**src/rtl/nebula_bus_pkg.sv**
```systemverilog
// Wishbone classic request and response structs
// Byte-lane merge helper shared by the bus targets
package nebula_bus_pkg;

    typedef struct packed {
        logic        cyc;
        logic        stb;
        logic        we;
        logic [3:0]  sel;
        logic [31:0] adr;
        logic [31:0] dat;
    } wb_req_t;  // 71 bits

    typedef struct packed {
        logic        ack;
        logic [31:0] dat;
    } wb_rsp_t;

    // Keeps old bytes where sel is low
    function automatic logic [31:0] wb_merge(logic [31:0] old_w, logic [31:0] new_w,
                                             logic [3:0] sel);
        logic [31:0] res;
        res = old_w;
        for (int b = 0; b < 4; b++) begin
            if (sel[b]) begin
                res[8*b +: 8] = new_w[8*b +: 8];
            end
        end
        return res;
    endfunction

endpackage

```
**src/rtl/nebula_map_pkg.sv**
```systemverilog
// Address map region codes, field widths and pin constants
package nebula_map_pkg;

    // Region field sits in adr[15:12]
    localparam int REGION_LSB = 12;
    localparam int REGION_W   = 4;

    // Word offset inside a region, adr[11:2]
    localparam int WORD_LSB = 2;
    localparam int OFFSET_W = 10;

    localparam logic [REGION_W-1:0] REGION_SRAM  = 4'd0;
    localparam logic [REGION_W-1:0] REGION_GPIO  = 4'd1;
    localparam logic [REGION_W-1:0] REGION_TEAM0 = 4'd2;  // Team t at 2+t

    localparam int NUM_PINS = 38;
    localparam int OWNER_W  = 4;   // Eight owner fields per word

endpackage

```
**src/rtl/wb_decoder.sv**
```systemverilog
`timescale 1ns/1ps
// Address decoder from one manager to SRAM, GPIO and team targets
// Unmapped regions get a zero-data ack
module wb_decoder #(
    parameter int NUM_TEAMS = 2
) (
    input  logic                    wb_clk_i,
    input  logic                    rst_i,
    input  nebula_bus_pkg::wb_req_t m_req_i,
    output nebula_bus_pkg::wb_rsp_t m_rsp_o,
    output nebula_bus_pkg::wb_req_t t_req_o [NUM_TEAMS+2],
    input  nebula_bus_pkg::wb_rsp_t t_rsp_i [NUM_TEAMS+2]
);
    import nebula_map_pkg::*;

    localparam int NT = NUM_TEAMS + 2;

    logic [REGION_W-1:0] region;
    logic [NT-1:0]       hit;
    logic [NT-1:0]       stb_vec;
    logic                um_ack_q;

    assign region = m_req_i.adr[REGION_LSB +: REGION_W];

    always_comb begin
        hit    = '0;
        hit[0] = (region == REGION_SRAM);
        hit[1] = (region == REGION_GPIO);
        for (int t = 0; t < NUM_TEAMS; t++) begin
            hit[2+t] = (region == REGION_W'(REGION_TEAM0 + t));
        end
    end

    // Only the addressed target sees cyc and stb
    always_comb begin
        for (int i = 0; i < NT; i++) begin
            t_req_o[i]     = m_req_i;
            t_req_o[i].cyc = m_req_i.cyc & hit[i];
            t_req_o[i].stb = m_req_i.stb & hit[i];
            stb_vec[i]     = t_req_o[i].stb;
        end
    end

    always_ff @(posedge wb_clk_i) begin
        if (rst_i) begin
            um_ack_q <= 1'b0;
        end else begin
            um_ack_q <= m_req_i.cyc & m_req_i.stb & ~(|hit) & ~um_ack_q;
        end
    end

    always_comb begin
        m_rsp_o.ack = um_ack_q;  // Low whenever a target is hit
        m_rsp_o.dat = '0;
        for (int i = 0; i < NT; i++) begin
            if (hit[i]) begin
                m_rsp_o = t_rsp_i[i];
            end
        end
    end

    a_one_target: assert property (@(posedge wb_clk_i) disable iff (rst_i)
        $onehot0(stb_vec))
        else $error("decoder strobed more than one target");

endmodule

```
**config.mk**
```make
export PLATFORM = sky130hd
export DESIGN_NAME = wb_decoder
export DESIGN_NICKNAME = d
export VERILOG_FILES = /design/src/rtl/nebula_bus_pkg.sv /design/src/rtl/nebula_map_pkg.sv /design/src/rtl/wb_decoder.sv
export SDC_FILE = /design/constraint.sdc
export NUM_CORES = 1
export LEC_CHECK = 0
export BUFFER_PORTS_ARGS = -buffer_cell sky130_fd_sc_hd__buf_2
export CORE_AREA = 2 2 206 208
export CTS_CLUSTER_DIAMETER = 200
export DETAILED_ROUTE_END_ITERATION = 10
export DIE_AREA = 0 0 208 210
export PLACE_DENSITY_LB_ADDON = 0.2
export SYNTH_ARGS = -nofsm -noshare
export SYNTH_HDL_FRONTEND = slang
export SYNTH_SLANG_ARGS = --single-unit
```
**constraint.sdc**
```tcl
create_clock -name wb_clk_i -period 1.1 [get_ports wb_clk_i]
set_input_delay 0.055 -clock wb_clk_i [delete_from_list [all_inputs] [get_ports wb_clk_i]]
set_output_delay 0.055 -clock wb_clk_i [all_outputs]
set_load 0.05 [all_outputs]
```
==> flow_summary_export.csv <==
group,metric,value,unit
run_status,status,"finished with violations",
run_status,violations,"setup timing",
placement,place_congestion,0.639,
sta,tightestPinTransition,0.254,ns
detailed_routing,routed-wl-met3,1490,um
placement,dpl.hpwl,9300,um
sta,min_period_over_period,1.20,
detailed_routing,drtIter0Drc,17,
logic_synthesis,syn-num-nets,576,
sta,setup_violations,41,
sta,finalMaxSlewViolations,0,
power_and_ir_drop,power_frac_comb,0.974,
die,start_util,0.0780,
logic_synthesis,ys_seq_area_frac,0.00619,
power_and_ir_drop,cellLeakagePower,0.00143,uW
layout,drive_above_1_share,0.969,
logic_synthesis,synth_top_area_cell,"buf_4",
die,dieArea,43700,sq um
setup_path,critical_path_class,"primary input to output port",
detailed_routing,wirelength,11300,um
setup_path,ff2ff_path_depth,1,
logic_synthesis,synthFlopType,"dfxtp_1",
sta,rsz0062_at_grt,"yes",
global_route,grt_overflow,0,
die,io_pins,522,
detailed_routing,wirelength_met1,3380,um
sta,skew,0,ns
placement,io_buffers,196,
sta,fin_ws,-0.221,ns
logic_synthesis,ys_warn_count,0,
power_and_ir_drop,p_seq_frac,0.026,
setup_path,critPathCaptureType,"output port",
logic_synthesis,synth_commonest_cells,"276 x buf_4, 32 x and2_1, 30 x mux4_2",
die,rows,75,
layout,n_antenna_cell,0,
die,die_height,210,um
layout,reg_top3,"um_ack_q x1",
placement,placed_cell_area,3010,sq um
logic_synthesis,post-synth-top-count-cell,"buf_4",
logic_synthesis,syn_area_per_cell,8.72,sq um
sta,setup_tns,-4.91,ns
layout,layout.nets,501,
layout,instances_no_fill,833,
sta,timing.fmax,757,MHz
logic_synthesis,async_reset_ff_frac,0,
global_route,grt_pass1_wl,15300,um
layout,syn_to_final_growth,7.81,%
power_and_ir_drop,p_sw,721,uW
logic_synthesis,synth_edf_count,0,
layout,fill_cells,4867,
logic_synthesis,synth_area_leaders,"buf_4 64%, mux4_2 21%, and2_1 6.2%",
sta,hold_viol,0,
layout,multiInputGateArea,1200,sq um
power_and_ir_drop,pwr-share-clk,0,
run,cap_viol_max_count,0,
power_and_ir_drop,vdd_drop_max,0.122,mV
die,core-area,41500,sq um
global_route,grt_max_degree,22,
detailed_routing,top_layer,"met5",
layout,fin_util,0.0841,
detailed_routing,ant_nets,0,
sta,min_period,1.32,ns
logic_synthesis,synth.top_cell.area_share,0.641,
setup_path,r2r_slack,0.47,ns
layout,largest_reg_flops,1,
global_route,grt.total_usage,0.0479,
setup_path,start_kind,"primary input",
sta,maxSlewHeadroom,0.832,
detailed_routing,drc,0,
layout,final_area,3490,sq um
setup_path,critPathRequiredTime,1.04,ns
die,die_x,208,um
sta,whs,0.110,ns
logic_synthesis,synth-seq-cells,1,
power_and_ir_drop,internal-power,767,uW
power_and_ir_drop,p_per_area,427,nW/um^2
layout,final-seq-area,20.0,sq um
detailed_routing,vias_per_cell,2.33,
global_route,antenna_found_initial,3,
detailed_routing,num_vias,1939,
logic_synthesis,netlist_area,3230,sq um
global_route,grt_pass1_vias,2236,
worst_hold_path,hold_path_class,"primary input to output port",
detailed_routing,avgRoutedWirePerCell,13.6,um
setup_path,crit_fanout,6,
detailed_routing,met2WireLength,5550,um
layout,top_register,"um_ack_q",
logic_synthesis,syn_inst,371,
clocking,insertion_delay,0,ns
detailed_routing,firstDrtPassIters,4,
setup_path,worstPathArrival,1.27,ns
logic_synthesis,synthDistinctLibCells,17,
worst_hold_path,hold_path_depth,0,
power_and_ir_drop,p_sw_frac,0.484,
placement,dp.cells,828,
[critical path, stage by stage]
cell and delay, ns:
buf_16 0.15, buf_12 0.14, mux4_2 0.48, mux2_4 0.28, buf_8 0.15
[layout by cell type (no fill, tap or decap), types with 2 or more instances in the layout]
master / n
and2_4: 32
buf_12: 7
buf_16: 5
buf_2: 154
buf_4: 5
buf_6: 21
buf_8: 18
mux4_1: 2
mux4_2: 31
nand2_1: 3
nand2b_1: 2
nor2_4: 9
[final timing paths]
kind / from / endpoint
worst max-delay path: m_req_i[44] / m_rsp_o[32]
worst min-delay path: m_req_i[53] / t_req_o[124]
worst max register to register: um_ack_q / um_ack_q
worst min register to register: um_ack_q / um_ack_q
[power by group through the flow]
stage	combinational (uW)	sequential [uW]	clock, uW
after floorplan	3390	38.8	0
after global placement	1260	39.3	0
after detailed placement	1260	39.3	0
after CTS	1490	39.3	0
after global routing	1540	39.5	0
final	1450	39.2	0
[area by class of cell]
| class | instances | area share |
|---|---|---|
| well taps | 539 | 0.193 |
| flip-flops and latches | 1 | 0.00574 |
| multi-input cells | 83 | 0.344 |
| repair buffers | 210 | 0.457 |
[layer usage]
layer  global-route usage  vias to the layer above
met1               0.0442                      845
met5                    0                        -
li1                     -                      785
met4               0.0330                        6
met2               0.0841                      219
met3               0.0222                       84
[per-stage QoR]
stage,setup WS (ns),total power [uW]
global route,-0.276,1580
detailed placement,-0.387,1300
CTS,-0.259,1530
finish,-0.221,1490
floorplan,-0.0117,3430
global placement,-0.378,1300
[logic make-up (layout without fill, tap and decap cells)]
family        count (synthesis)  in the layout  share of synthesized area
mux                          34             34                      0.237
flops                         1              1                    0.00619
buf+inv                     287            210                      0.671
simple gates                 49             49                     0.0863
[what timing repair did]
item / in CTS / in global routing
pin swaps: 17 / 0
gates resized for setup: 114 / 1
cloned: 4 / 0
endpoints found under the setup margin: 41 / 41
buffers inserted: 1 / 0
hold buffers: 0 / 0
(Power assumes the default switching activity.)
