===== config.mk =====
export PLATFORM = sky130hd
export DESIGN_NAME = team_counter
export DESIGN_NICKNAME = d
export VERILOG_FILES = /design/src/rtl/nebula_bus_pkg.sv /design/src/rtl/nebula_map_pkg.sv /design/src/rtl/team_counter.sv
export SDC_FILE = /design/constraint.sdc
export NUM_CORES = 1
export LEC_CHECK = 0
export BUFFER_PORTS_ARGS = -buffer_cell sky130_fd_sc_hd__clkbuf_2
export CORE_ASPECT_RATIO = 1.1
export CORE_MARGIN = 8
export CORE_UTILIZATION = 44
export DETAILED_ROUTE_END_ITERATION = 10
export PLACE_DENSITY = 0.82
export SKIP_CTS_REPAIR_TIMING = 1
export SLEW_MARGIN = 20
export SYNTH_ARGS = -nofsm -noshare
export SYNTH_HDL_FRONTEND = slang
export SYNTH_SLANG_ARGS = --single-unit

===== constraint.sdc =====
create_clock -name wb_clk_i -period 2.78 [get_ports wb_clk_i]
set_clock_uncertainty 0.2 [all_clocks]
set_input_delay 0.417 -clock wb_clk_i [delete_from_list [all_inputs] [get_ports wb_clk_i]]
set_output_delay 0.417 -clock wb_clk_i [all_outputs]
set_load 0.03 [all_outputs]

===== src/rtl/nebula_bus_pkg.sv =====
// Wishbone classic request and response structs
// Byte-lane merge helper shared by the bus targets
package nebula_bus_pkg;

    typedef struct packed {
        logic        cyc;
        logic        stb;
        logic        we;
        logic [3:0]  sel;
        logic [31:0] adr;
        logic [31:0] dat;
    } wb_req_t;  // 71 bits

    typedef struct packed {
        logic        ack;
        logic [31:0] dat;
    } wb_rsp_t;

    // Keeps old bytes where sel is low
    function automatic logic [31:0] wb_merge(logic [31:0] old_w, logic [31:0] new_w,
                                             logic [3:0] sel);
        logic [31:0] res;
        res = old_w;
        for (int b = 0; b < 4; b++) begin
            if (sel[b]) begin
                res[8*b +: 8] = new_w[8*b +: 8];
            end
        end
        return res;
    endfunction

endpackage


===== src/rtl/nebula_map_pkg.sv =====
// Address map region codes, field widths and pin constants
package nebula_map_pkg;

    // Region field sits in adr[15:12]
    localparam int REGION_LSB = 12;
    localparam int REGION_W   = 4;

    // Word offset inside a region, adr[11:2]
    localparam int WORD_LSB = 2;
    localparam int OFFSET_W = 10;

    localparam logic [REGION_W-1:0] REGION_SRAM  = 4'd0;
    localparam logic [REGION_W-1:0] REGION_GPIO  = 4'd1;
    localparam logic [REGION_W-1:0] REGION_TEAM0 = 4'd2;  // Team t at 2+t

    localparam int NUM_PINS = 38;
    localparam int OWNER_W  = 4;   // Eight owner fields per word

endpackage


===== src/rtl/team_counter.sv =====
`timescale 1ns/1ps
// Sample team project, Wishbone-controlled free-running counter on pins 0..7
module team_counter (
    input  logic                                wb_clk_i,
    input  logic                                rst_i,
    input  nebula_bus_pkg::wb_req_t             req_i,
    output nebula_bus_pkg::wb_rsp_t             rsp_o,
    output logic [nebula_map_pkg::NUM_PINS-1:0] gpio_out_o,
    output logic [nebula_map_pkg::NUM_PINS-1:0] gpio_oeb_o
);
    import nebula_bus_pkg::*;
    import nebula_map_pkg::*;

    logic [OFFSET_W-1:0] off;
    logic                wr;
    logic                ctrl_wr;
    logic                ack_q;
    logic                en_q;
    logic [31:0]         count_q;
    logic [31:0]         scratch_q;
    logic [31:0]         dat_q;
    logic [31:0]         rdata;

    assign off     = req_i.adr[WORD_LSB +: OFFSET_W];
    assign wr      = req_i.cyc & req_i.stb & ~ack_q & req_i.we;
    assign ctrl_wr = wr & (off == '0) & req_i.sel[0];

    always_ff @(posedge wb_clk_i) begin
        if (rst_i) begin
            ack_q   <= 1'b0;
            en_q    <= 1'b0;
            count_q <= '0;
        end else begin
            ack_q <= req_i.cyc & req_i.stb & ~ack_q;
            if (ctrl_wr) begin
                en_q <= req_i.dat[0];
            end
            if (ctrl_wr && req_i.dat[1]) begin
                count_q <= '0;  // Clear bit is a pulse, never stored
            end else if (en_q) begin
                count_q <= count_q + 32'd1;
            end
        end
    end

    always_comb begin
        case (off)
            OFFSET_W'(0): rdata = {31'b0, en_q};
            OFFSET_W'(1): rdata = count_q;
            OFFSET_W'(2): rdata = scratch_q;
            default:      rdata = '0;
        endcase
    end

    always_ff @(posedge wb_clk_i) begin
        if (wr && off == OFFSET_W'(2)) begin
            scratch_q <= wb_merge(scratch_q, req_i.dat, req_i.sel);
        end
        if (req_i.cyc && req_i.stb && !ack_q) begin
            dat_q <= rdata;
        end
    end

    assign rsp_o.ack  = ack_q;
    assign rsp_o.dat  = dat_q;
    assign gpio_out_o = {{(NUM_PINS-8){1'b0}}, count_q[7:0]};
    assign gpio_oeb_o = {{(NUM_PINS-8){1'b1}}, {8{~en_q}}};  // Drive only while counting

endmodule


==> flow_metrics.py <==
metrics = {
    "run_status": {
        "status": "completed",
    },
    "clock_network": {
        "clk_latency_ns": 0.34,
        "numCtsBuffers": 9,
        "cts.sinks": 98,
        "clockBufferDepth": 2,
        "clk_pin_slew_ns": 0.06,
        "cts_tree": "done",
        "cts-htree-levels": 3,
        "cts_root_buffer": "clkbuf_16",
    },
    "logic_synthesis": {
        "synth.top_cell.area_share": 0.4230,
        "synth_edf_count": 64,
        "netlist_instances": 386,
        "synth.distinct_cells": 41,
        "ys_warn_count": 0,
        "synth_common_cells": "buf_4, edfxtp_1, dfxtp_1",
        "synthTopCellsByArea": "edfxtp_1, dfxtp_1, buf_4",
        "synth_area_per_cell_sq_um": 11.77,
        "ys_seq_elements": 98,
        "synth_top_area_cell": "edfxtp_1",
        "synth_area_sq_mm": 0.004543,
        "ys_seq_area_frac": 0.5728,
        "post-synth-top-count-cell": "buf_4",
        "synth-async-reset-ratio": 0,
        "ys.flop_type": "edfxtp_1",
    },
    "power_and_ir_drop": {
        "pwr-share-seq": 0.521,
        "p_int_uw": 2324,
        "p_clk_frac": 0.403,
        "p_comb_frac": 0.076,
        "switching_share": 0.2280,
        "vdd_ir_drop_max_mv": 0.2760,
        "cellPowerDensity_mw_per_mm2": 585.2,
        "p_switching_uw": 686.4,
        "leakage_uw": 0.001999,
    },
    "sta": {
        "report.final.slew_viol_count": 0,
        "worstMarginPinSlew_ns": 0.5618,
        "setup_viol": 0,
        "max-slew-margin-rel": 0.6255,
        "hold_ws_ns": 0.04788,
        "fin_crit_ns": 2.586,
        "fmax_mhz": 386.8,
        "fin_crit_sh": 0.9301,
        "finalSetupTns_ns": 0,
        "rsz0062_at_grt": "false",
        "hold_violations": 0,
    },
    "route": {
        "viasPerCell": 5.329,
        "num_vias": 3192,
        "drt_first_pass_iters": 5,
        "final_antenna_net_count": 0,
        "wl_per_cell_microns": 17.11,
        "drc": 0,
        "drt_wl_total_microns": 10250,
        "drtIter0Drc": 317,
    },
    "critical_path": {
        "crit_arrival_ns": 2.65,
        "worstPathMaxFanout": 19,
        "worstSetupPathType": "reg -> reg",
        "startpoint_type": "flop",
        "r2r-end": "count_q[29]$_SDFFE_PP0P_",
        "cp_slowest_stage_delay_ns": 0.84,
        "critPathCaptureType": "flop",
        "path_cells": "nand4_2, or4_1, or4_1, a21oi_1",
        "regToRegStartpoint": "count_q[7]$_SDFFE_PP0P_",
        "rrSetupSlack_ns": 0.19,
        "path_common_cell": "or4_1",
        "r2r_cells": 4,
        "crit_path_top_delay_cell": "or4_1",
        "timing.critical_path.required_ns": 2.85,
    },
    "global_routing": {
        "grt_max_degree": 33,
        "grt_antenna_before_repair": 0,
        "grt_use_total": 0.1436,
        "grt_pass1_wl_microns": 15690,
        "grt_pass1_vias": 3220,
        "grt_overflow": 0,
    },
    "final_layout": {
        "final_nets": 545,
        "drive_above_1_share": 0.2731,
        "postLayoutCoreUtil": 0.5021,
        "area_growth_pct": 13.25,
        "num-fill-cells": 931,
        "antenna_cells": 0,
    },
    "min_path": {
        "hold_path_depth": 1,
        "hold_path_class": "in -> reg",
        "hold_start": "req_i[11]",
        "hold_end": "scratch_q[11]$_DFFE_PP_",
    },
    "placement": {
        "gp_congestion": 0.7932,
        "place_hpwl_microns": 7637,
        "portBuffers": 99,
    },
    "floorplan": {
        "start_util": 0.4433,
        "core_area_sq_mm": 0.01025,
        "rows": 39,
        "dieWidth_microns": 112.9,
        "pin_count": 182,
        "die_height_microns": 122.6,
        "dieArea_sq_mm": 0.01384,
    },
    "job": {
        "max_cap_violations": 0,
    },
}
## registers in the layout, indices dropped and copies added, names as in the netlist
register	count
ack_q	1
count_q	32
dat_q	32
en_q	1
scratch_q	32
## cells by family (layout without fill, tap and decap cells)
logic type / Yosys count / in the layout / share of synthesized area
buffers and inverters: 101 / 133 / 0.1484
AND/OR/NAND/NOR: 99 / 99 / 0.1311
flip-flops: 98 / 98 / 0.5728
AO/OA/AOI/OAI: 69 / 69 / 0.1115
XOR/XNOR: 13 / 13 / 0.02506
multiplexers: 3 / 3 / 0.006610
other: 2 / 60 / 0.001653
adder cells (fa/ha/maj): 1 / 1 / 0.002754
## area by class of cell
class	count	area, sq um	share of cell area
Clock inverter	3	38.79	0.007539
Sequential cell	98	2603	0.5058
Timing Repair Buffer	109	570.5	0.1109
Tap cell	123	153.9	0.02991
Clock buffer	13	250.2	0.04864
Inverter	8	30.03	0.005837
Multi-Input combinational cell	245	1499	0.2913
## power by group through the flow
| stage | clock (uW) | sequential (uW) | combinational (uW) |
|---|---|---|---|
| finish | 1210 | 1570 | 228 |
| global route | 1290 | 1570 | 242 |
| CTS | 1240 | 1570 | 226 |
| detailed placement | 0 | 1600 | 226 |
| global placement | 0 | 1600 | 224 |
| floorplan | 0 | 1640 | 191 |
## stage by stage
step	cells	power (uW)	cell area [sq um]	worst slack, ns
floorplan	444	1827	4762	0.5056
global placement	583	1823	4856	0.1999
detailed placement	583	1826	4856	0.1365
CTS	599	3030	5145	0.1881
global route	599	3103	5145	0.02305
finish	599	3011	5145	0.1944
## worst max-delay path by stage
stage | start | end | slack [ns] | depth (start not counted)
2_1_floorplan | req_i[37] | scratch_q[0]$_DFFE_PP_ | 0.51 | 4
3_3_place_gp | req_i[41] | scratch_q[6]$_DFFE_PP_ | 0.20 | 5
3_5_place_dp | req_i[41] | scratch_q[5]$_DFFE_PP_ | 0.14 | 5
4_1_cts | count_q[7]$_SDFFE_PP0P_ | count_q[29]$_SDFFE_PP0P_ | 0.19 | 4
5_1_grt | count_q[7]$_SDFFE_PP0P_ | count_q[29]$_SDFFE_PP0P_ | 0.02 | 4
6_report | count_q[7]$_SDFFE_PP0P_ | count_q[29]$_SDFFE_PP0P_ | 0.19 | 4
## worst max-delay path, delay by kind of cell (launching register included)
kind | cells | cell delay, ns
AND/OR/NAND/NOR | 3 | 1.66
flip-flops | 1 | 0.49
AO/OA/AOI/OAI | 1 | 0.17
## routing by layer
layer | share of wire | track usage | vias up
met4 | 0.019 | 0.07000 | 0
met3 | 0.074 | 0.04232 | 18
met5 | 0 | 0 | -
li1 | - | - | 1473
met1 | 0.40 | 0.1630 | 1537
met2 | 0.51 | 0.2452 | 164
## placed cells by master (no fill, tap or decap), types with 3 or more instances in the layout
cell       synthesis  routed
clkbuf_2           0      99
edfxtp_1          64      64
conb_1             2      60
dfxtp_1           34      34
a22o_1            31      31
nor2_1            18      18
a21oi_1           17      17
or4_1             16      16
o31ai_1           13      13
nand2_1           12      12
nand3_1           12      12
buf_4             76      10
nand4_1            9       9
clkbuf_16          0       9
inv_1              8       8
and4_1             7       7
xnor2_1            7       7
xor2_1             6       6
nor4_1             5       5
o21ai_0            4       4
mux2i_1            3       3
and3_1             3       3
or3_1              3       3
nor3_1             4       3
clkbuf_1          13       3
(Power assumes the default switching activity.)
