===== src/rtl/nebula_bus_pkg.sv =====
// Wishbone classic request and response structs
// Byte-lane merge helper shared by the bus targets
package nebula_bus_pkg;

    typedef struct packed {
        logic        cyc;
        logic        stb;
        logic        we;
        logic [3:0]  sel;
        logic [31:0] adr;
        logic [31:0] dat;
    } wb_req_t;  // 71 bits

    typedef struct packed {
        logic        ack;
        logic [31:0] dat;
    } wb_rsp_t;

    // Keeps old bytes where sel is low
    function automatic logic [31:0] wb_merge(logic [31:0] old_w, logic [31:0] new_w,
                                             logic [3:0] sel);
        logic [31:0] res;
        res = old_w;
        for (int b = 0; b < 4; b++) begin
            if (sel[b]) begin
                res[8*b +: 8] = new_w[8*b +: 8];
            end
        end
        return res;
    endfunction

endpackage


===== src/rtl/wb_arbiter.sv =====
`timescale 1ns/1ps
// Two-manager Wishbone arbiter, round robin, grant held for the whole cycle
module wb_arbiter (
    input  logic                    wb_clk_i,
    input  logic                    rst_i,
    input  nebula_bus_pkg::wb_req_t m_req_i [2],
    output nebula_bus_pkg::wb_rsp_t m_rsp_o [2],
    output nebula_bus_pkg::wb_req_t s_req_o,
    input  nebula_bus_pkg::wb_rsp_t s_rsp_i
);

    logic [1:0] cyc;
    logic [1:0] gnt_q;   // One-hot owner, zero when free
    logic       last_q;  // Index served most recently

    assign cyc = {m_req_i[1].cyc, m_req_i[0].cyc};

    always_ff @(posedge wb_clk_i) begin
        if (rst_i) begin
            gnt_q  <= 2'b00;
            last_q <= 1'b1;  // mgmt wins the first tie
        end else if (gnt_q == 2'b00) begin
            if (cyc == 2'b11) begin
                gnt_q  <= last_q ? 2'b01 : 2'b10;
                last_q <= ~last_q;
            end else if (cyc[0]) begin
                gnt_q  <= 2'b01;
                last_q <= 1'b0;
            end else if (cyc[1]) begin
                gnt_q  <= 2'b10;
                last_q <= 1'b1;
            end
        end else if ((gnt_q & cyc) == 2'b00) begin
            gnt_q <= 2'b00;  // Owner dropped cyc
        end
    end

    always_comb begin
        s_req_o = '0;
        if (gnt_q[0]) begin
            s_req_o = m_req_i[0];
        end else if (gnt_q[1]) begin
            s_req_o = m_req_i[1];
        end
    end

    // Waiting manager sees ack low
    always_comb begin
        for (int i = 0; i < 2; i++) begin
            m_rsp_o[i].ack = s_rsp_i.ack & gnt_q[i];
            m_rsp_o[i].dat = s_rsp_i.dat;
        end
    end

    a_one_owner: assert property (@(posedge wb_clk_i) disable iff (rst_i)
        $onehot0(gnt_q))
        else $error("arbiter granted both managers");

endmodule


===== config.mk =====
export PLATFORM = sky130hd
export DESIGN_NAME = wb_arbiter
export DESIGN_NICKNAME = d
export VERILOG_FILES = /design/src/rtl/nebula_bus_pkg.sv /design/src/rtl/wb_arbiter.sv
export SDC_FILE = /design/constraint.sdc
export NUM_CORES = 1
export LEC_CHECK = 0
export BUFFER_PORTS_ARGS = -buffer_cell sky130_fd_sc_hd__buf_2
export CAP_MARGIN = 25
export CORE_AREA = 2 2 122 124
export DETAILED_ROUTE_END_ITERATION = 8
export DIE_AREA = 0 0 124 126
export SETUP_SLACK_MARGIN = 0.2
export SYNTH_ARGS = -nofsm -noshare
export SYNTH_HDL_FRONTEND = slang
export SYNTH_SLANG_ARGS = --single-unit
export TNS_END_PERCENT = 20

===== constraint.sdc =====
create_clock -name wb_clk_i -period 0.95 [get_ports wb_clk_i]
set_input_delay 0.095 -clock wb_clk_i [delete_from_list [all_inputs] [get_ports wb_clk_i]]
set_output_delay 0.095 -clock wb_clk_i [all_outputs]
set_load 0.01 [all_outputs]

==> summary.json, run 1 <==
{
  "status": {"value": "finished, violations left"},
  "violations_in_the_final_reports": {"value": "setup timing"},
  "power-per-cell-area": {"value": 857.4, "unit": "nW/µm²"},
  "grt.met2_usage": {"value": 0.1390},
  "drc_errors": {"value": 0},
  "cts-root-buf": {"value": "sky130_fd_sc_hd__clkbuf_16"},
  "coreArea": {"value": 14310, "unit": "µm²"},
  "grt_pass1_wl": {"value": 9039, "unit": "µm"},
  "static-leakage-power": {"value": 1.556, "unit": "nW"},
  "clkSlewWorstSetupHoldPaths": {"value": 0.03, "unit": "ns"},
  "worst_skew_pair.late_latency": {"value": 0.22, "unit": "ns"},
  "worstSetupEndpointType": {"value": "output pin"},
  "holdBufCountCts": {"value": 0},
  "netlist-cell-type-count": {"value": 20},
  "chipWidth": {"value": 124, "unit": "µm"},
  "detailedRoute.firstIterationViolations": {"value": 27},
  "drt-total-wl": {"value": 6874, "unit": "µm"},
  "worstRegToRegCells": {"value": 4},
  "finalCritPeriodShare": {"value": 1.475},
  "slew-limit-headroom": {"value": 0.8964},
  "cts_max_level": {"value": 1},
  "crit_path_class": {"value": "reg -> out"},
  "ys_ff_latch": {"value": 3},
  "tritoncts": {"value": "done"},
  "postSynthAreaPerCell": {"value": 8.773, "unit": "µm²"},
  "clock_skew": {"value": 0.003276, "unit": "ns"},
  "initial_utilization": {"value": 0.1054},
  "grt_most_used_layer": {"value": "met2"},
  "antenna-diode-count": {"value": 0},
  "ctsLongestPathBuffers": {"value": 2},
  "report.final.setup_viol": {"value": 75},
  "grt_max_degree": {"value": 32},
  "timing_worst_slew_pin_value": {"value": 0.1542, "unit": "ns"},
  "wl_per_cell": {"value": 13.37, "unit": "µm"},
  "netlist_area": {"value": 1509, "unit": "µm²"},
  "placement.setup.worst_slack": {"value": -0.1803, "unit": "ns"},
  "vdd_drop_max": {"value": 0.3978, "unit": "mV"},
  "number_of_antenna_violations_at_the_first_check_in_global_routing": {"value": 0},
  "detailedPlacementHpwl": {"value": 5322, "unit": "µm"},
  "placed_cell_area": {"value": 2427, "unit": "µm²"},
  "kind_of_start_point_of_the_critical_path": {"value": "flip-flop"},
  "num_rows": {"value": 44},
  "postSynthNetCount": {"value": 349},
  "hp-class": {"value": "in -> reg"},
  "final_max_slew_viol_count": {"value": 0},
  "i_o_pins": {"value": 314},
  "fmax": {"value": 713.8, "unit": "MHz"},
  "fin_util": {"value": 0.1987},
  "ys_seq_area_frac": {"value": 0.03980},
  "route.vias.total": {"value": 1947},
  "design_area": {"value": 2844, "unit": "µm²"},
  "finalHoldViolations": {"value": 0},
  "die_y": {"value": 126, "unit": "µm"},
  "critical_path_required": {"value": 0.85, "unit": "ns"},
  "syn-instance-count": {"value": 172},
  "grtUsageMet1": {"value": 0.07186},
  "holdPathStages": {"value": 2},
  "post_drt_via_cell_ratio": {"value": 3.788},
  "design.final.nets": {"value": 508},
  "yosys_warnings": {"value": 0},
  "drt_first_pass_iters": {"value": 4},
  "cp_max_fo": {"value": 15},
  "first_global_vias": {"value": 1843},
  "layout.cells.most_common_list": {"value": "sky130_fd_sc_hd__buf_2, sky130_fd_sc_hd__a22o_2, sky130_fd_sc_hd__buf_6, sky130_fd_sc_hd__a22o_4, sky130_fd_sc_hd__buf_4"},
  "timing.final.ws_setup": {"value": -0.4509, "unit": "ns"},
  "p_total": {"value": 2.438, "unit": "mW"},
  "final_period_minus_worst_setup_slack": {"value": 1.401, "unit": "ns"},
  "port_buffers": {"value": 217},
  "rsz0062_at_grt": {"value": "yes"},
  "final_antenna_violating_net_count": {"value": 0},
  "gp_congestion": {"value": 0.8014},
  "die-area": {"value": 15620, "unit": "µm²"},
  "grt.met3_usage": {"value": 0.01359},
  "max_cap_viol_count": {"value": 0},
  "drive_gt1_frac": {"value": 0.9333},
  "mostFrequentLayoutCell": {"value": "sky130_fd_sc_hd__buf_2"},
  "cts_made_buffers": {"value": 3},
  "timing.critical_path.arrival": {"value": 1.31, "unit": "ns"},
  "globalRoute.totalOverflow": {"value": 0},
  "total_track_usage": {"value": 0.07134},
  "clkSinkCount": {"value": 3},
  "area.growth.synth_to_final": {"value": 88.47, "unit": "%"}
}
## cells by family after synthesis
logic type,Yosys count,share of synthesized area
AOI/OAI and AO/OA,76,0.4842
buffers and inverters,81,0.4328
DFF,3,0.03980
and+or+nand+nor,12,0.04312
## report_power, final
group          switching, mW  internal, mW  leakage (nW)  total (mW)
combinational          0.658         0.955          1.49        1.61
clock                  0.119         0.554        0.0382       0.674
sequential            0.0118         0.140        0.0256       0.152
## per-layer routing
layer | up-vias | routed length [µm]
met5 | - | 0
met4 | 0 | 170
met3 | 23 | 656
met2 | 134 | 3533
met1 | 888 | 2513
li1 | 902 | -
## cell type report
cell class | count | area [µm²]
Tap cell | 184 | 230.2
Multi-Input combinational cell | 88 | 920.9
Sequential cell | 3 | 62.56
Fill cell | 1613 | 11470
Timing Repair Buffer | 235 | 1551
Clock buffer | 4 | 78.83
## synth_stat cells, drive strengths merged
| master | n | area, µm² |
|---|---|---|
| buf | 78 | 641.9 |
| a221o | 1 | 10.01 |
| nor2 | 4 | 15.01 |
| o21ai | 1 | 5.000 |
| nor2b | 2 | 20.02 |
| nand2 | 3 | 11.26 |
| o21a | 1 | 7.510 |
| dfxtp | 3 | 60.06 |
| and2 | 2 | 13.77 |
| clkbuf | 3 | 11.26 |
| nor3 | 1 | 5.000 |
| a22o | 70 | 693.2 |
| a21oi | 3 | 15.01 |
## critical path, stage by stage, from the launching register on
cell and delay [ns]:
sky130_fd_sc_hd__dfxtp_2 0.31, sky130_fd_sc_hd__nor2b_4 0.13, sky130_fd_sc_hd__buf_12 0.14, sky130_fd_sc_hd__buf_12 0.14
sky130_fd_sc_hd__a22o_2 0.21, sky130_fd_sc_hd__buf_2 0.15
## final timing paths
check | startpoint | end | slack [ns]
max | gnt_q[1]$_SDFFE_PP0P_ | s_req_o[66] | -0.45
min | rst_i | gnt_q[1]$_SDFFE_PP0P_ | 0.08
max reg2reg | gnt_q[0]$_SDFFE_PP0P_ | last_q$_SDFFE_PP1P_ | -0.10
min reg2reg | last_q$_SDFFE_PP1P_ | last_q$_SDFFE_PP1P_ | 0.56
## state kept, by name, indices dropped and copies added (netlist names)
name,cells
last_q,1
gnt_q,2
## metrics by stage
stage,hold slack (ns),TNS (ns),std cells
after floorplan,0.1668,-6.275,172
after global placement,0.1901,-10.62,505
after detailed placement,0.1901,-11.28,505
after CTS,0.07636,-28.44,509
after global routing,0.08668,-32.80,514
final,0.07605,-29.70,514
## timing repair
item | in CTS | in global routing
resized for setup | 2 | 39
endpoints found under the setup margin | 76 | 76
setup buffers | 0 | 1
pin swaps | 2 | 2
cloned | 0 | 4
Power figures use the tool's default switching activity.
==> run 2, diff against run 1 <==
Settings changed: ABC_AREA from default to 1, CORE_AREA 2 2 122 124 to 2 2 121 123, DIE_AREA 0 0 124 126 to 0 0 123 125.
==> run 2 against run 1 <==
Net effect: the flow still finishes with violations (setup timing); hold slack got worse by 0.017 ns; clock power up 0.6%; critical path depth stayed put; critical path type unchanged; critical endpoint is now s_req_o[1]; highest routed layer unchanged.
==> summary.json, run 2 <==
{
  "status": {"value": "finished, violations left"},
  "violations_in_the_final_reports": {"value": "setup timing"},
  "timing.critical_path.arrival": {"value": 1.20, "unit": "ns", "change": "-0.11 ns"},
  "clkSlewWorstSetupHoldPaths": {"value": 0.03, "unit": "ns", "change": "about the same"},
  "timing.final.ws_setup": {"value": -0.3458, "unit": "ns", "change": "+0.1051 ns"},
  "die-area": {"value": 15380, "unit": "µm²", "change": "-1.6%"},
  "pwr-share-seq": {"value": 0.060, "change": "-0.002"},
  "final_max_slew_viol_count": {"value": 0, "change": "unchanged"},
  "ctsLongestPathBuffers": {"value": 2, "change": "unchanged"},
  "design.final.nets": {"value": 662, "change": "+30%"},
  "synth_flop_cell": {"value": "sky130_fd_sc_hd__dfxtp_1"},
  "netlist_area": {"value": 1719, "unit": "µm²", "change": "+14%"},
  "holdBufCountCts": {"value": 0, "change": "unchanged"},
  "post_drt_via_cell_ratio": {"value": 3.810, "change": "+0.58%"},
  "clock_skew": {"value": 0.004177, "unit": "ns", "change": "+0.0009011 ns"},
  "i_o_pins": {"value": 314, "change": "unchanged"},
  "yosys_warnings": {"value": 0, "change": "unchanged"},
  "drc_errors": {"value": 0, "change": "unchanged"},
  "worstRegToRegCells": {"value": 8, "change": "+4"},
  "layout.cells.most_common_list": {"value": "sky130_fd_sc_hd__buf_2, sky130_fd_sc_hd__nand2_1, sky130_fd_sc_hd__nand3_1, sky130_fd_sc_hd__nand2_2"},
  "mostFrequentLayoutCell": {"value": "sky130_fd_sc_hd__buf_2"},
  "postSynthNetCount": {"value": 508, "change": "+46%"},
  "clkSinkCount": {"value": 3, "change": "unchanged"},
  "max_cap_viol_count": {"value": 0, "change": "unchanged"},
  "r2r-end": {"value": "gnt_q[1]$_SDFFE_PP0P_"},
  "min-delay-start": {"value": "rst_i"},
  "postSynth.asyncResetShare": {"value": 0, "change": "unchanged"},
  "postSynthAreaPerCell": {"value": 5.194, "unit": "µm²", "change": "-41%"},
  "final_period_minus_worst_setup_slack": {"value": 1.296, "unit": "ns", "change": "-0.1051 ns"},
  "cp_cell_sequence": {"value": "clkinv_4, clkbuf_16, nand3_1, nand2_2, buf_2"},
  "fillers": {"value": 1637, "change": "+1.5%"},
  "largest_reg_flops": {"value": 2, "change": "unchanged"},
  "finalCritPeriodShare": {"value": 1.364, "change": "-0.1106"},
  "initial_utilization": {"value": 0.1210, "change": "+0.01562"},
  "holdPathStages": {"value": 2, "change": "unchanged"},
  "cpMaxStageDelayCell": {"value": "sky130_fd_sc_hd__dfxtp_4"},
  "switching_power": {"value": 1.417, "unit": "mW", "change": "+79%"},
  "placement.setup.worst_slack": {"value": -0.1266, "unit": "ns", "change": "+0.05376 ns"},
  "area.growth.synth_to_final": {"value": 67.83, "unit": "%"},
  "netlist-cell-type-count": {"value": 14, "change": "-30%"},
  "route.vias.total": {"value": 2545, "change": "+31%"},
  "power.internal": {"value": 1.812, "unit": "mW", "change": "+9.9%"},
  "report.final.setup_viol": {"value": 76, "change": "+1.3%"},
  "max_stage_delay": {"value": 0.38, "unit": "ns", "change": "+0.07 ns"},
  "worstSetupEndpointType": {"value": "output pin"},
  "ys_seq_area_frac": {"value": 0.03493, "change": "-0.004866"},
  "drive_gt1_frac": {"value": 0.5517, "change": "-0.3817"},
  "cts_max_level": {"value": 1, "change": "unchanged"},
  "power-per-cell-area": {"value": 1119, "unit": "nW/µm²", "change": "+31%"},
  "synth.area.top_cells": {"value": "sky130_fd_sc_hd__nand2_1, sky130_fd_sc_hd__buf_4, sky130_fd_sc_hd__nand3_1"},
  "drt_first_pass_iters": {"value": 4, "change": "unchanged"},
  "area_of_the_multi_input_gates": {"value": 1040, "unit": "µm²", "change": "+13%"},
  "crit_family": {"value": "buffers and inverters"},
  "chipWidth": {"value": 123, "unit": "µm", "change": "-0.81%"},
  "antenna-diode-count": {"value": 0, "change": "unchanged"},
  "cp_max_fo": {"value": 11, "change": "-4"},
  "rsz0062_at_grt": {"value": "yes"},
  "post-synth-top-area-cell": {"value": "sky130_fd_sc_hd__nand2_1"},
  "detailedPlacementHpwl": {"value": 5888, "unit": "µm", "change": "+11%"},
  "critical_path_required": {"value": 0.85, "unit": "ns", "change": "about the same"},
  "final_antenna_violating_net_count": {"value": 0, "change": "unchanged"},
  "static-leakage-power": {"value": 1.845, "unit": "nW", "change": "+19%"},
  "cts_made_buffers": {"value": 3, "change": "unchanged"},
  "fmax": {"value": 771.7, "unit": "MHz", "change": "+8.1%"},
  "worst_skew_pair.late_latency": {"value": 0.23, "unit": "ns", "change": "about the same"},
  "cts-root-buf": {"value": "sky130_fd_sc_hd__clkbuf_16"},
  "synth.top_cell.area_share": {"value": 0.3253, "change": "-0.09922"},
  "number_of_enable_flip_flop_cells_after_synthesis": {"value": 0, "change": "unchanged"},
  "finalHoldViolations": {"value": 0, "change": "unchanged"},
  "crit_path_class": {"value": "reg -> out"},
  "synth_top_cells_by_count": {"value": "sky130_fd_sc_hd__nand2_1, sky130_fd_sc_hd__nand3_1, sky130_fd_sc_hd__buf_4, sky130_fd_sc_hd__buf_2, sky130_fd_sc_hd__buf_6"},
  "total_track_usage": {"value": 0.08366, "change": "+0.01232"},
  "slew-limit-headroom": {"value": 0.8442, "change": "-0.05216"},
  "detailedRoute.firstIterationViolations": {"value": 75, "change": "+180%"},
  "num_rows": {"value": 44, "change": "unchanged"},
  "syn-instance-count": {"value": 331, "change": "+92%"},
  "power_frac_clock": {"value": 0.210, "change": "-0.066"},
  "largest_registers": {"value": "gnt_q x2, last_q x1"},
  "tritoncts": {"value": "done"},
  "largest-register": {"value": "gnt_q"},
  "globalRoute.totalOverflow": {"value": 0, "change": "unchanged"},
  "port_buffers": {"value": 217, "change": "unchanged"},
  "holdPathEnd": {"value": "gnt_q[0]$_SDFFE_PP0P_"},
  "kind_of_start_point_of_the_critical_path": {"value": "flip-flop"},
  "first_global_vias": {"value": 2104, "change": "+14%"},
  "vdd_drop_max": {"value": 0.5765, "unit": "mV", "change": "+45%"},
  "die_y": {"value": 125, "unit": "µm", "change": "-0.79%"},
  "combinationalPowerShare": {"value": 0.730, "change": "+0.069"},
  "synth.most_common_cell": {"value": "sky130_fd_sc_hd__nand2_1"},
  "wl_per_cell": {"value": 12.00, "unit": "µm", "change": "-10%"},
  "grt_max_degree": {"value": 43, "change": "+34%"},
  "worst-path-buf-inv": {"value": 3, "change": "unchanged"},
  "number_of_antenna_violations_at_the_first_check_in_global_routing": {"value": 0, "change": "unchanged"},
  "hp-class": {"value": "in -> reg"},
  "coreArea": {"value": 14200, "unit": "µm²", "change": "-0.77%"},
  "grt_pass1_wl": {"value": 10270, "unit": "µm", "change": "+14%"},
  "ys_ff_latch": {"value": 3, "change": "unchanged"},
  "timing_worst_slew_pin_value": {"value": 0.2337, "unit": "ns", "change": "+0.07942 ns"},
  "sw_frac_of_total": {"value": 0.4387, "change": "+0.1149"},
  "critical_path.reg2reg.startpoint": {"value": "gnt_q[1]$_SDFFE_PP0P_"},
  "area_taken_by_flip_flops_and_latches": {"value": 67.56, "unit": "µm²", "change": "+8.0%"},
  "drt-total-wl": {"value": 8014, "unit": "µm", "change": "+17%"},
  "setup_tns": {"value": -22.60, "unit": "ns", "change": "+7.100 ns"},
  "gp_congestion": {"value": 0.7663, "change": "-4.4%"},
  "r2r_slack": {"value": -0.11, "unit": "ns", "change": "about the same"}
}
## run 2: worst reg2reg max path: cells and delay by family (launching register included)
kind	cells	cell delay, ns
DFF	1	0.41
buffers and inverters	2	0.24
and+or+nand+nor	6	0.30
## run 2: through the flow
stage | std cells | instance area (µm²) | hold slack [ns] | total power, mW | util
global placement | 657 | 2594 | 0.1901 | 2.287 | 0.1826
global route | 668 | 2885 | 0.07591 | 3.526 | 0.2031
finish | 668 | 2885 | 0.05881 | 3.229 | 0.2031
floorplan | 331 | 1782 | 0.1567 | 1.650 | -
detailed placement | 657 | 2594 | 0.1901 | 2.292 | 0.1826
CTS | 664 | 2735 | 0.06070 | 3.075 | 0.1926
## run 2: layout make-up
type                    instances  share of cell area
well taps                     184             0.07979
multi-input cells             232              0.3604
flip-flops and latches          3             0.02342
repair buffers                236              0.4957
inverters                       9             0.01344
clock buffers                   4             0.02732
## run 2: kinds of logic (layout without fill, tap and decap cells)
group,after synthesis,count (layout),synth area share
simple gates,226,226,0.5488
flops,3,3,0.03494
compound gates,6,6,0.01746
buf+inv,96,249,0.3988
## run 2: worst max-delay path by stage
stage | to | depth (start not counted) | start | slack (ns)
3_5_place_dp | s_req_o[38] | 5 | gnt_q[0]$_SDFFE_PP0P_ | -0.13
3_3_place_gp | s_req_o[25] | 5 | gnt_q[0]$_SDFFE_PP0P_ | -0.11
5_1_grt | s_req_o[3] | 5 | gnt_q[0]$_SDFFE_PP0P_ | -0.40
2_1_floorplan | s_req_o[0] | 4 | gnt_q[1]$_SDFFE_PP0P_ | 0.09
6_report | s_req_o[1] | 5 | gnt_q[0]$_SDFFE_PP0P_ | -0.35
4_1_cts | s_req_o[26] | 5 | gnt_q[0]$_SDFFE_PP0P_ | -0.35
## run 2: timing repair
item | 4_1_cts | 5_1_grt
buffers inserted | 2 | 0
gates cloned | 1 | 4
resized for setup | 8 | 15
pin swaps | 0 | 3
endpoints found under the setup margin | 76 | 76
endpoints found under the hold margin | 0 | 0
## run 2: layer usage
metal  track usage  vias up  part of all wire
met5             0        -                 0
li1              -     1285                 -
met1       0.08625     1060              0.37
met4       0.01604        0             0.012
met2        0.1644      183              0.51
met3       0.02372       17              0.11
## run 2: power by group through the flow
stage	Combinational, mW	Sequential [mW]	Clock [mW]
2_1_floorplan	1.48	0.166	0
3_3_place_gp	2.11	0.177	0
3_5_place_dp	2.11	0.178	0
4_1_cts	2.21	0.179	0.689
5_1_grt	2.63	0.199	0.701
6_report	2.36	0.194	0.678
==> run 3, diff against run 2 <==
Settings changed: CORE_AREA 2 2 121 123 to 2 2 123 125, DIE_AREA 0 0 123 125 to 0 0 125 127.
Clock period 0.95 ns to 1.6 ns, I/O delays scaled along.
==> run 3 against run 2 <==
Net effect: the run now ends clean; register-to-register slack gained 0.54 ns; power shrank 47%; worst setup slack improved by 0.57 ns; sequential share of layout area hardly changed; via count fell by 1.4%; design area decreased by 8.9%; routed wire length down 6.8%.
==> summary.json, run 3 (same netlist as run 2, synthesis figures left out) <==
{
  "final_period_minus_worst_setup_slack": {"value": 1.372, "unit": "ns"},
  "cts_max_level": {"value": 1, "change": "unchanged"},
  "die_y": {"value": 127, "unit": "µm", "change": "+1.6%"},
  "setup_tns": {"value": 0, "unit": "ns", "change": "+22.60 ns"},
  "min-delay-start": {"value": "rst_i"},
  "antenna-diode-count": {"value": 0, "change": "unchanged"},
  "fmax": {"value": 728.8, "unit": "MHz"},
  "finalHoldViolations": {"value": 0, "change": "unchanged"},
  "worstSetupStartpoint": {"value": "gnt_q[0]$_SDFFE_PP0P_"},
  "num_rows": {"value": 44, "change": "unchanged"},
  "largest-register": {"value": "gnt_q"},
  "area_taken_by_flip_flops_and_latches": {"value": 62.56, "unit": "µm²", "change": "-7.4%"},
  "area.growth.synth_to_final": {"value": 52.91, "unit": "%"},
  "critical_path.reg2reg.startpoint": {"value": "gnt_q[0]$_SDFFE_PP0P_"},
  "worstSetupEndpointType": {"value": "output pin"},
  "number_of_antenna_violations_at_the_first_check_in_global_routing": {"value": 1, "change": "+1"},
  "cts_made_buffers": {"value": 3, "change": "unchanged"},
  "power-per-cell-area": {"value": 655.8, "unit": "nW/µm²", "change": "-41%"},
  "drt-total-wl": {"value": 7466, "unit": "µm", "change": "-6.8%"},
  "worst_skew_pair.late_latency": {"value": 0.22, "unit": "ns", "change": "about the same"},
  "drc_errors": {"value": 0, "change": "unchanged"},
  "globalRoute.totalOverflow": {"value": 0, "change": "unchanged"},
  "report.final.setup_viol": {"value": 0, "change": "-100%"},
  "gp_congestion": {"value": 0.7723, "change": "+0.78%"},
  "finalCritPeriodShare": {"value": 0.8576},
  "final.hold.worst_slack": {"value": 0.1415, "unit": "ns", "change": "+0.08273 ns"},
  "post_drt_via_cell_ratio": {"value": 3.820, "change": "+0.28%"},
  "rsz0062_at_grt": {"value": "yes"},
  "wl_per_cell": {"value": 11.36, "unit": "µm", "change": "-5.3%"},
  "design.final.nets": {"value": 651, "change": "-1.7%"},
  "static-leakage-power": {"value": 1.754, "unit": "nW", "change": "-4.9%"},
  "drt_first_pass_iters": {"value": 4, "change": "unchanged"},
  "critical_path_required": {"value": 1.44, "unit": "ns", "change": "+0.59 ns"},
  "detailedPlacementHpwl": {"value": 5649, "unit": "µm", "change": "-4.1%"},
  "max_cap_viol_count": {"value": 0, "change": "unchanged"},
  "initial_utilization": {"value": 0.1192, "change": "-0.001848"},
  "largest_registers": {"value": "gnt_q x2, last_q x1"},
  "timing_worst_slew_pin_value": {"value": 0.2788, "unit": "ns", "change": "+0.04518 ns"},
  "cpMaxStageDelayCell": {"value": "sky130_fd_sc_hd__dfxtp_2"},
  "grt_pass1_wl": {"value": 10130, "unit": "µm", "change": "-1.4%"},
  "detailedRoute.firstIterationViolations": {"value": 103, "change": "+37%"},
  "cp_max_fo": {"value": 23, "change": "+12"},
  "clock_skew": {"value": 0.002821, "unit": "ns", "change": "-0.001356 ns"},
  "chipWidth": {"value": 125, "unit": "µm", "change": "+1.6%"},
  "fillers": {"value": 1720, "change": "+5.1%"},
  "cp_cell_sequence": {"value": "inv_4, clkbuf_16, nand3_1, nand2_1, buf_2"},
  "hp-class": {"value": "in -> reg"},
  "tritoncts": {"value": "done"},
  "largest_reg_flops": {"value": 2, "change": "unchanged"},
  "status": {"value": "finished, final reports clean"},
  "slew-limit-headroom": {"value": 0.8141, "change": "-0.03012"},
  "drive_gt1_frac": {"value": 0.4968, "change": "-0.05482"},
  "mostFrequentLayoutCell": {"value": "sky130_fd_sc_hd__buf_2"},
  "area_of_the_multi_input_gates": {"value": 973.4, "unit": "µm²", "change": "-6.4%"},
  "i_o_pins": {"value": 314, "change": "unchanged"},
  "timing.critical_path.arrival": {"value": 1.21, "unit": "ns", "change": "about the same"},
  "total_track_usage": {"value": 0.07861, "change": "-0.005051"},
  "route.vias.total": {"value": 2510, "change": "-1.4%"},
  "first_global_vias": {"value": 2155, "change": "+2.4%"},
  "final_max_slew_viol_count": {"value": 0, "change": "unchanged"},
  "port_buffers": {"value": 217, "change": "unchanged"},
  "grt_max_degree": {"value": 47, "change": "+9.3%"},
  "ctsLongestPathBuffers": {"value": 2, "change": "unchanged"},
  "clkSlewWorstSetupHoldPaths": {"value": 0.03, "unit": "ns", "change": "about the same"},
  "die-area": {"value": 15880, "unit": "µm²", "change": "+3.3%"},
  "vdd_drop_max": {"value": 0.2745, "unit": "mV", "change": "-52%"},
  "max_stage_delay": {"value": 0.35, "unit": "ns", "change": "-0.03 ns"},
  "clkSinkCount": {"value": 3, "change": "unchanged"},
  "kind_of_start_point_of_the_critical_path": {"value": "flip-flop"},
  "coreArea": {"value": 14420, "unit": "µm²", "change": "+1.6%"},
  "cts-root-buf": {"value": "sky130_fd_sc_hd__clkbuf_16"},
  "crit_path_class": {"value": "reg -> out"},
  "final_antenna_violating_net_count": {"value": 0, "change": "unchanged"},
  "layout.cells.most_common_list": {"value": "sky130_fd_sc_hd__buf_2, sky130_fd_sc_hd__nand2_1, sky130_fd_sc_hd__nand3_1, sky130_fd_sc_hd__inv_1"}
}
## run 3: area by class of cell
type                            instances  area share
Timing Repair Buffer                  225      0.4745
Tap cell                              184     0.08758
Multi-Input combinational cell        232      0.3703
Inverter                                9     0.01380
Sequential cell                         3     0.02380
Clock buffer                            4     0.02999
## run 3: through the flow
step,setup WS [ns],instance area [µm²],instances,power [mW],utilization
after global placement,0.4235,2481,651,1.277,0.1720
after detailed placement,0.4221,2481,651,1.277,0.1720
after global routing,0.1698,2629,657,1.876,0.1823
final,0.2278,2629,657,1.724,0.1823
after floorplan,0.6251,1719,331,0.9344,-
after CTS,0.1935,2564,655,1.690,0.1777
## run 3: critical path: cells and delay by family, from the launching register on
kind / cells / cell delay [ns]
buffers and inverters: 3 / 0.47
flip-flops: 1 / 0.35
AND/OR/NAND/NOR: 2 / 0.15
## run 3: final timing paths
check                     endpoint  slack (ns)  depth (start not counted)
min          gnt_q[0]$_SDFFE_PP0P_        0.14                          2
max                    s_req_o[16]        0.23                          5
min reg2reg    last_q$_SDFFE_PP1P_        0.47                          2
max reg2reg    last_q$_SDFFE_PP1P_        0.43                          5
## run 3: routing by layer
| metal | routed length, µm | GRT usage | up-vias |
|---|---|---|---|
| met3 | 946 | 0.03894 | 35 |
| met1 | 2632 | 0.08071 | 1046 |
| met2 | 3633 | 0.1371 | 170 |
| met5 | 13 | 0 | - |
| met4 | 240 | 0.03203 | 2 |
| li1 | - | - | 1257 |
## run 3: repair_timing
action | 4_1_cts | 5_1_grt
gates resized for setup | 1 | 4
cloned | 0 | 2
hold buffers | 0 | 0
setup endpoints to repair | 10 | 55
buffers inserted | 0 | 0
## run 3: where the power goes
group / switching (mW) / internal (mW) / leakage, nW / total (mW)
Clock: 0.0708 / 0.329 / 0.0382 / 0.400
Sequential: 0.0138 / 0.0892 / 0.0256 / 0.103
Combinational: 0.686 / 0.535 / 1.69 / 1.22
